File: config.mk
export PLATFORM = sky130hd
export DESIGN_NAME = photon_counter_top
export DESIGN_NICKNAME = d
export VERILOG_FILES = /design/src/rtl/photon_pkg.sv /design/src/rtl/pulse_quench_ctrl.sv /design/src/rtl/bcd_event_counter.sv /design/src/rtl/key_debounce.sv /design/src/rtl/uart_count_report.sv /design/src/rtl/photon_counter_top.sv
export SDC_FILE = /design/constraint.sdc
export NUM_CORES = 1
export LEC_CHECK = 0
export BUFFER_PORTS_ARGS = -buffer_cell sky130_fd_sc_hd__buf_4
export CAP_MARGIN = 20
export CELL_PAD_IN_SITES_DETAIL_PLACEMENT = 1
export CELL_PAD_IN_SITES_GLOBAL_PLACEMENT = 2
export CORE_MARGIN = 2
export CORE_UTILIZATION = 41
export CTS_CLUSTER_DIAMETER = 50
export CTS_CLUSTER_SIZE = 30
export DETAILED_ROUTE_END_ITERATION = 6
export PLACE_DENSITY_LB_ADDON = 0.1
export RECOVER_POWER = 100
export SLEW_MARGIN = 10
export SYNTH_ARGS = -nofsm -noshare
export SYNTH_HDL_FRONTEND = slang
export SYNTH_SLANG_ARGS = --single-unit
File: constraint.sdc
create_clock -name clk -period 5.9 [get_ports clk]
set_clock_uncertainty 0.2 [all_clocks]
set_input_delay 0.885 -clock clk [delete_from_list [all_inputs] [get_ports clk]]
set_output_delay 0.885 -clock clk [all_outputs]
set_load 0.1 [all_outputs]
File: src/rtl/photon_pkg.sv
package photon_pkg;

    ////////////////////
    // count geometry.
    localparam int count_digits = 8;

    typedef logic [3:0]                      bcd_digit_t;   // one decimal digit.
    typedef logic [4*count_digits-1:0]       count_bcd_t;   // lsd in low nibble.
    typedef logic [$clog2(count_digits)-1:0] digit_idx_t;

    ////////////////////
    // quench and recharge timing.
    localparam int quench_cycles   = 4;
    localparam int recharge_cycles = 3;
    localparam int phase_w         = $clog2(quench_cycles > recharge_cycles ?
                                            quench_cycles : recharge_cycles);

    typedef logic [phase_w-1:0] phase_cnt_t;

    typedef enum logic [1:0] {
        st_armed,       // waiting for a detector edge.
        st_quench,      // bias pulled down.
        st_recharge     // parasitic capacitance discharged.
    } quench_state_t;

    // push button filter.
    localparam int debounce_cycles = 16;

    typedef logic [$clog2(debounce_cycles)-1:0] debounce_cnt_t;

    ////////////////////
    // serial report.
    localparam int baud_div      = 8;                 // clocks per bit.
    localparam int report_cycles = 1024;              // snapshot interval.
    localparam int frame_bytes   = count_digits + 2;  // digits, cr, lf.

    typedef logic [7:0]                        ascii_t;
    typedef logic [$clog2(baud_div)-1:0]       baud_cnt_t;
    typedef logic [$clog2($bits(ascii_t))-1:0] bit_idx_t;
    typedef logic [$clog2(frame_bytes)-1:0]    frame_idx_t;
    typedef logic [$clog2(report_cycles)-1:0]  report_cnt_t;

    localparam ascii_t ascii_zero = 8'h30;
    localparam ascii_t ascii_cr   = 8'h0d;
    localparam ascii_t ascii_lf   = 8'h0a;

    typedef enum logic [1:0] {
        tx_idle,
        tx_start,
        tx_data,
        tx_stop
    } tx_state_t;

endpackage

File: src/rtl/pulse_quench_ctrl.sv
`timescale 1ns/10ps

module pulse_quench_ctrl
    import photon_pkg::*;
(
    input  logic clk,
    input  logic rst_n,
    input  logic signal_pulse,      // raw detector output.
    output logic detect,            // one strobe per accepted pulse.
    output logic geiger_mode_en,    // low during the whole dead time.
    output logic quench,            // pulls the diode bias down.
    output logic recharge           // discharges the parasitic capacitance.
);

    logic          sync_1;
    logic          sync_2;
    logic          sync_3;          // previous synchronized level.
    logic          rise_q;          // registered rising edge.
    logic          accept;
    quench_state_t state;
    quench_state_t state_nx;
    phase_cnt_t    phase;
    phase_cnt_t    phase_nx;

    ////////////////////
    // synchronizer and edge detect.
    always_ff @(posedge clk or negedge rst_n)
    begin
        if (!rst_n)
        begin
            sync_1 <= 1'b0;
            sync_2 <= 1'b0;
            sync_3 <= 1'b0;
            rise_q <= 1'b0;
        end
        else
        begin
            sync_1 <= signal_pulse;
            sync_2 <= sync_1;
            sync_3 <= sync_2;
            rise_q <= sync_2 & ~sync_3;     // a held level gives one edge only.
        end
    end

    assign accept = (state == st_armed) && rise_q;  // edges in dead time are dropped.

    ////////////////////
    // dead time fsm.
    always_comb
    begin
        state_nx = state;
        phase_nx = phase;
        unique case (state)
            st_armed:
            begin
                if (rise_q)
                begin
                    state_nx = st_quench;
                    phase_nx = '0;
                end
            end
            st_quench:
            begin
                if (phase == phase_cnt_t'(quench_cycles - 1))
                begin
                    state_nx = st_recharge;
                    phase_nx = '0;
                end
                else
                    phase_nx = phase + 1'b1;
            end
            st_recharge:
            begin
                if (phase == phase_cnt_t'(recharge_cycles - 1))
                begin
                    state_nx = st_armed;    // re-arm.
                    phase_nx = '0;
                end
                else
                    phase_nx = phase + 1'b1;
            end
            default: state_nx = st_armed;
        endcase
    end

    // outputs follow the next state so they line up with it.
    always_ff @(posedge clk or negedge rst_n)
    begin
        if (!rst_n)
        begin
            state          <= st_armed;
            phase          <= '0;
            detect         <= 1'b0;
            geiger_mode_en <= 1'b1;
            quench         <= 1'b0;
            recharge       <= 1'b0;
        end
        else
        begin
            state          <= state_nx;
            phase          <= phase_nx;
            detect         <= accept;
            geiger_mode_en <= (state_nx == st_armed);
            quench         <= (state_nx == st_quench);
            recharge       <= (state_nx == st_recharge);
        end
    end

    // quench holds its full length, then hands over to recharge.
    a_quench_handover: assert property (@(posedge clk) disable iff (!rst_n)
        $fell(quench) |-> recharge && !$past(recharge)
                          && $past(quench, quench_cycles)
                          && !$past(quench, quench_cycles + 1));

    // a count only comes from armed and starts the quench at once.
    a_detect_armed: assert property (@(posedge clk) disable iff (!rst_n)
        detect |-> $past(geiger_mode_en) && quench && !geiger_mode_en);

endmodule

File: src/rtl/bcd_event_counter.sv
`timescale 1ns/10ps

module bcd_event_counter
    import photon_pkg::*;
(
    input  logic       clk,
    input  logic       rst_n,
    input  logic       detect,  // accepted photon.
    input  logic       clear,   // button press.
    output count_bcd_t count
);

    count_bcd_t count_inc;
    bcd_digit_t digit;
    logic       carry;

    ////////////////////
    // ripple carry increment.
    always_comb
    begin
        count_inc = count;
        carry     = 1'b1;                   // add one at the lsd.
        digit     = '0;
        for (int i = 0; i < count_digits; i++)
        begin
            digit = count[4*i +: 4];
            if (carry)
            begin
                if (digit == bcd_digit_t'(9))
                    digit = '0;             // roll over, carry stays.
                else
                begin
                    digit = digit + 1'b1;
                    carry = 1'b0;
                end
            end
            count_inc[4*i +: 4] = digit;
        end
    end

    // top digit wraps to all zero.
    always_ff @(posedge clk or negedge rst_n)
    begin
        if (!rst_n)
            count <= '0;
        else if (clear)
            count <= '0;                    // clear beats detect.
        else if (detect)
            count <= count_inc;
    end

    ////////////////////
    // every digit stays decimal.
    for (genvar g = 0; g < count_digits; g++)
    begin : g_digit_chk
        a_digit_range: assert property (@(posedge clk) disable iff (!rst_n)
            count[4*g +: 4] <= bcd_digit_t'(9));
    end

endmodule

File: src/rtl/key_debounce.sv
`timescale 1ns/10ps

module key_debounce
    import photon_pkg::*;
(
    input  logic clk,
    input  logic rst_n,
    input  logic key_pin,   // active low button.
    output logic pressed,   // debounced level.
    output logic key_down   // strobe on press.
);

    logic          key_s1;
    logic          key_s2;  // synchronized, active high.
    debounce_cnt_t stable_cnt;

    ////////////////////
    // sync and invert.
    always_ff @(posedge clk or negedge rst_n)
    begin
        if (!rst_n)
        begin
            key_s1 <= 1'b0;             // released.
            key_s2 <= 1'b0;
        end
        else
        begin
            key_s1 <= ~key_pin;
            key_s2 <= key_s1;
        end
    end

    ////////////////////
    // stability filter.
    // the sampled level only has two values, so a change back
    // to the accepted level is what restarts the count.
    always_ff @(posedge clk or negedge rst_n)
    begin
        if (!rst_n)
        begin
            stable_cnt <= '0;
            pressed    <= 1'b0;
            key_down   <= 1'b0;
        end
        else
        begin
            key_down <= 1'b0;
            if (key_s2 == pressed)
                stable_cnt <= '0;                   // bounce or idle.
            else if (stable_cnt == debounce_cnt_t'(debounce_cycles - 1))
            begin
                stable_cnt <= '0;
                pressed    <= key_s2;               // new level accepted.
                key_down   <= key_s2;               // only on press.
            end
            else
                stable_cnt <= stable_cnt + 1'b1;
        end
    end

    // the strobe needs the pressed level held for the whole filter time.
    a_down_after_hold: assert property (@(posedge clk) disable iff (!rst_n)
        key_down |-> pressed && $past(key_s2, debounce_cycles)
                     && !$past(key_s2, debounce_cycles + 1));

endmodule

File: src/rtl/uart_count_report.sv
`timescale 1ns/10ps

module uart_count_report
    import photon_pkg::*;
(
    input  logic       clk,
    input  logic       rst_n,
    input  count_bcd_t count,
    output logic       tx       // idles high.
);

    report_cnt_t interval;
    logic        snap_tick;
    count_bcd_t  snap;          // frozen count for one frame.
    tx_state_t   state;
    baud_cnt_t   baud;
    logic        bit_end;
    bit_idx_t    bit_idx;
    frame_idx_t  byte_idx;
    ascii_t      shift;
    ascii_t      tx_byte;
    digit_idx_t  digit_pos;
    bcd_digit_t  digit;

    ////////////////////
    // report interval.
    always_ff @(posedge clk or negedge rst_n)
    begin
        if (!rst_n)
            interval <= '0;
        else if (snap_tick)
            interval <= '0;
        else
            interval <= interval + 1'b1;
    end

    assign snap_tick = (interval == report_cnt_t'(report_cycles - 1));

    // byte select. msd goes first.
    always_comb
    begin
        digit_pos = digit_idx_t'(count_digits - 1) - digit_idx_t'(byte_idx);
        digit     = snap[{digit_pos, 2'b00} +: 4];
        if (byte_idx < frame_idx_t'(count_digits))
            tx_byte = ascii_zero + ascii_t'(digit);
        else if (byte_idx == frame_idx_t'(count_digits))
            tx_byte = ascii_cr;
        else
            tx_byte = ascii_lf;
    end

    assign bit_end = (baud == baud_cnt_t'(baud_div - 1));

    ////////////////////
    // transmit fsm.
    always_ff @(posedge clk or negedge rst_n)
    begin
        if (!rst_n)
        begin
            state    <= tx_idle;
            baud     <= '0;
            bit_idx  <= '0;
            byte_idx <= '0;
            tx       <= 1'b1;
        end
        else
        begin
            if (state == tx_idle || bit_end)
                baud <= '0;
            else
                baud <= baud + 1'b1;

            unique case (state)
                tx_idle:
                begin
                    if (snap_tick)
                    begin
                        byte_idx <= '0;
                        state    <= tx_start;
                        tx       <= 1'b0;           // first start bit.
                    end
                end
                tx_start:
                begin
                    if (bit_end)
                    begin
                        bit_idx <= '0;
                        state   <= tx_data;
                        tx      <= tx_byte[0];      // lsb first.
                    end
                end
                tx_data:
                begin
                    if (bit_end)
                    begin
                        if (bit_idx == bit_idx_t'($bits(ascii_t) - 1))
                        begin
                            state <= tx_stop;
                            tx    <= 1'b1;
                        end
                        else
                        begin
                            bit_idx <= bit_idx + 1'b1;
                            tx      <= shift[1];
                        end
                    end
                end
                tx_stop:
                begin
                    if (bit_end)
                    begin
                        if (byte_idx == frame_idx_t'(frame_bytes - 1))
                            state <= tx_idle;       // frame done, line stays high.
                        else
                        begin
                            byte_idx <= byte_idx + 1'b1;
                            state    <= tx_start;
                            tx       <= 1'b0;
                        end
                    end
                end
                default: state <= tx_idle;
            endcase
        end
    end

    // payload path.
    always_ff @(posedge clk)
    begin
        if (state == tx_idle && snap_tick)
            snap <= count;
        if (state == tx_start && bit_end)
            shift <= tx_byte;
        else if (state == tx_data && bit_end)
            shift <= {1'b1, shift[7:1]};
    end

    // the interval always covers a full frame.
    a_snap_idle: assert property (@(posedge clk) disable iff (!rst_n)
        snap_tick |-> state == tx_idle);

endmodule

File: src/rtl/photon_counter_top.sv
`timescale 1ns/10ps

module photon_counter_top
    import photon_pkg::*;
(
    input  logic clk,
    input  logic rst_n,
    input  logic signal_pulse,          // detector output.
    input  logic key_pin,               // active low button.
    output logic geiger_mode_en,
    output logic quench_voltage_down,
    output logic reset_discharge,
    output logic led,                   // lit while the button is held.
    output logic tx_pin                 // count report.
);

    logic       detect;
    logic       key_down;
    count_bcd_t count;

    ////////////////////
    // front end.
    pulse_quench_ctrl u_quench (
        .clk            (clk),
        .rst_n          (rst_n),
        .signal_pulse   (signal_pulse),
        .detect         (detect),
        .geiger_mode_en (geiger_mode_en),
        .quench         (quench_voltage_down),
        .recharge       (reset_discharge)
    );

    bcd_event_counter u_counter (
        .clk    (clk),
        .rst_n  (rst_n),
        .detect (detect),
        .clear  (key_down),             // press clears the count.
        .count  (count)
    );

    ////////////////////
    // user side.
    key_debounce u_key (
        .clk      (clk),
        .rst_n    (rst_n),
        .key_pin  (key_pin),
        .pressed  (led),
        .key_down (key_down)
    );

    uart_count_report u_report (
        .clk   (clk),
        .rst_n (rst_n),
        .count (count),
        .tx    (tx_pin)
    );

endmodule

==> run_results.csv <==
group,metric,value,unit
setup_path,r2r-end,"u_counter.count[21]",
clock_tree,cts_root_buffer,"clkbuf_16",
synth,synth_simple_gate_area_share,13.8,%
power,p_leak,2.52,nW
floorplan,die_area,14600,sq um
floorplan,num_io_pins,9,
sta,tightest_slew,2.55,ns
synth,synth_xor_area_share,1.26,%
drt,drt_iter0_drc,155,
sta,period_minus_slack,3.93,ns
clock_tree,cts_resized,0,
sta,period_share,66.5,%
finish,nFillCells,1408,
clock_tree,htreeDepth,4,
synth,yosysTopAreaCell,"dfrtp_1",
synth,synth-compound-area-share,12.6,%
setup_path,startpoint_type,"flip-flop",
synth,synthArstFlopShare,65.8,%
synth,synth_edf_count,39,
sta,slew_viol_final,67,
synth,avgSynthCellArea,11.9,sq um
sta,rsz0062_at_grt,"no",
clock_tree,post-cts-setup-buffers,0,
global_routing,grt-ovfl-total,0,
setup_path,reg2regPathDepth,5,
synth,synthCells,467,
synth,ys_seq_area_share,54.7,%
clock_tree,numCtsBuffers,17,
sta,hold_viol,0,
setup_path,critPathArrivalTime,4.03,ns
setup_path,crit_fanout,33,
sta,tns,0,ns
drt,dr.pass1.iters,4,
synth,yosysMostFrequentCell,"dfrtp_1",
power,p_per_area,336,nW/um^2
synth,synth_top_area_share,32.7,%
drt,wl,11.2,mm
outcome,status,"finished with violations",
sta,setup_viol,0,
synth,synth_top_family_by_area,"simple AND/OR/NAND/NOR gates",
placed_design,gp_congestion,0.705,
clock_tree,clk-insertion-delay-late,0.42,ns
placed_design,place_hpwl,7.51,mm
worst_hold_path,hp-class,"reg -> reg",
global_routing,grt_usage,16.9,%
drt,drc_errors,0,
setup_path,crit_path_end_kind,"flip-flop",
global_routing,grt_first_pass_wirelength,19.0,mm
synth,synth_area_leaders,"dfrtp_1 (33%), edfxtp_1 (21%), ha_1 (8.1%), o21ai_0 (3.0%), mux4_1 (2.8%)",
sta,max_freq,255,MHz
floorplan,num_rows,42,
synth,synth.net_count,507,
global_routing,grt_pass1_vias,3809,
setup_path,critPathKind,"reg -> reg",
sta,slew_headroom,-70.6,%
floorplan,coreArea,13200,sq um
worst_hold_path,min_path_cells,0,
finish,drive_gt1_share,11.7,%
floorplan,die_w,121,um
synth,synth_cell_types,63,
outcome,violations,"max-capacitance violations, max-slew violations",
setup_path,rrSetupSlack,1.97,ns
finish,nNetsFinal,523,
synth,ys_ff_latch,114,
clock_tree,numClockSinks,114,
run,max_cap_viol_count,2,
synth,synth_area,5580,sq um
worst_hold_path,min_from,"u_quench.sync_1",
drt,via_count,3616,
global_routing,antenna_found_initial,0,
synth,synthFlopType,"dfrtp_1",
global_routing,grt_max_degree,76,
synth,synth_common_cells,"dfrtp_1 (73), edfxtp_1 (39), ha_1 (36), o21ai_0 (33), inv_1 (32)",
drt,wl_per_cell,16.6,um
power,power,0.00213,W
worst_hold_path,hold_end,"u_quench.sync_2",
setup_path,r2r-start,"u_counter.count[0]",
floorplan,die_h,121,um
placed_design,port_buffers,8,
clock_tree,cts.path.max_buffers,2,
synth,synthMuxAreaShare,5.92,%
synth,ys_warn_count,0,
power,peakVddDrop,0.000199,V
clock_tree,cts_tree,"built",
clock_tree,clkTransAtPathRegs,0.06,ns
drt,ant_nets,0,
setup_path,required,6.01,ns
drt,avgViaCountPerCell,5.38,
synth,synthAdderAreaFrac,8.07,%
finish,n_antenna_cell,0,
finish,syn2layout_area_growth,13.9,%
clock_tree,hold_buffers,0,
floorplan,initial_utilization,42.1,%
cells by family after synthesis:
logic type | Yosys count
and+or+nand+nor | 140
muxes | 21
xor gates and xnor gates | 8
DFF | 114
AOI/OAI and AO/OA | 102
buffers and inverters | 46
adders and majority gates | 36
worst max-delay path: stages, from the launching register on:
cell and delay [ns]:
dfrtp_1 0.44, ha_1 0.26, and3b_1 0.23, a31oi_1 1.93, nor3_1 0.34, mux2_2 0.40
layout by cell type (no fill, tap or decap), types with 7 or more instances in the layout:
cell	instances
clkbuf_1	9
dfrtp_1	73
o31ai_1	9
nor3_1	12
or4_1	7
o21ai_0	34
nand3_1	12
clkbuf_16	20
o41ai_1	10
mux2_2	8
inv_1	32
edfxtp_1	39
and3b_1	8
a21oi_1	14
ha_1	36
nor2_1	27
nand2b_1	9
or2_2	8
nand2_1	26
nor2b_1	9
registers in the layout (all words and copies together), names as in the netlist, 2 cells and up:
signal,flops
u_counter.count,32
u_report.snap,32
u_report.interval,10
u_report.shift,7
u_key.stable_cnt,4
u_report.byte_idx,4
u_report.baud,3
u_report.bit_idx,3
u_quench.phase,2
u_quench.state,2
u_report.state,2
power breakdown:
group / internal [W] / total, W / switching (W)
logic: 0.0000652 / 0.000201 / 0.000136
clock network: 0.000675 / 0.00103 / 0.000354
registers: 0.000861 / 0.000903 / 0.0000422
total: 0.00160 / 0.00213 / 0.000532
per-layer routing:
layer | GRT usage (%) | share of wire (%)
met5 | 0 | 0
met3 | 4.86 | 2.9
met1 | 22.3 | 48
met2 | 26.1 | 47
met4 | 7.27 | 1.7
stage by stage:
step           instance area (sq um)  instances  hold WS, ns  util (%)  setup slack (ns)
2_1_floorplan                   5580        467        0.131         -              1.20
3_3_place_gp                    5790        639        0.143      43.8              3.37
3_5_place_dp                    5790        639        0.136      43.8              3.30
4_1_cts                         6400        671        0.148      48.3              3.28
5_1_grt                         6350        672        0.157      48.0              1.68
6_report                        6350        672        0.145      48.0              1.97
final cells by class:
type                            count  area (sq um)  area share (%)
Timing Repair Buffer               11          60.1           0.945
Sequential cell                   114          3050            48.0
Clock buffer                       25           539            8.49
Clock inverter                      7          68.8            1.08
Inverter                           32           120            1.89
Multi-Input combinational cell    307          2300            36.1
Tap cell                          176           220            3.47
worst max path at each step:
stage                           to          startpoint  slack, ns
6_report       u_counter.count[21]  u_counter.count[0]       1.97
5_1_grt        u_counter.count[28]  u_counter.count[0]       1.68
4_1_cts        u_counter.count[21]  u_counter.count[8]       3.28
3_5_place_dp   u_counter.count[21]  u_counter.count[8]       3.30
3_3_place_gp   u_counter.count[21]  u_counter.count[8]       3.37
2_1_floorplan     u_report.snap[0]   u_report.state[0]       1.20
Note: power is estimated with default switching activity, not from simulation.
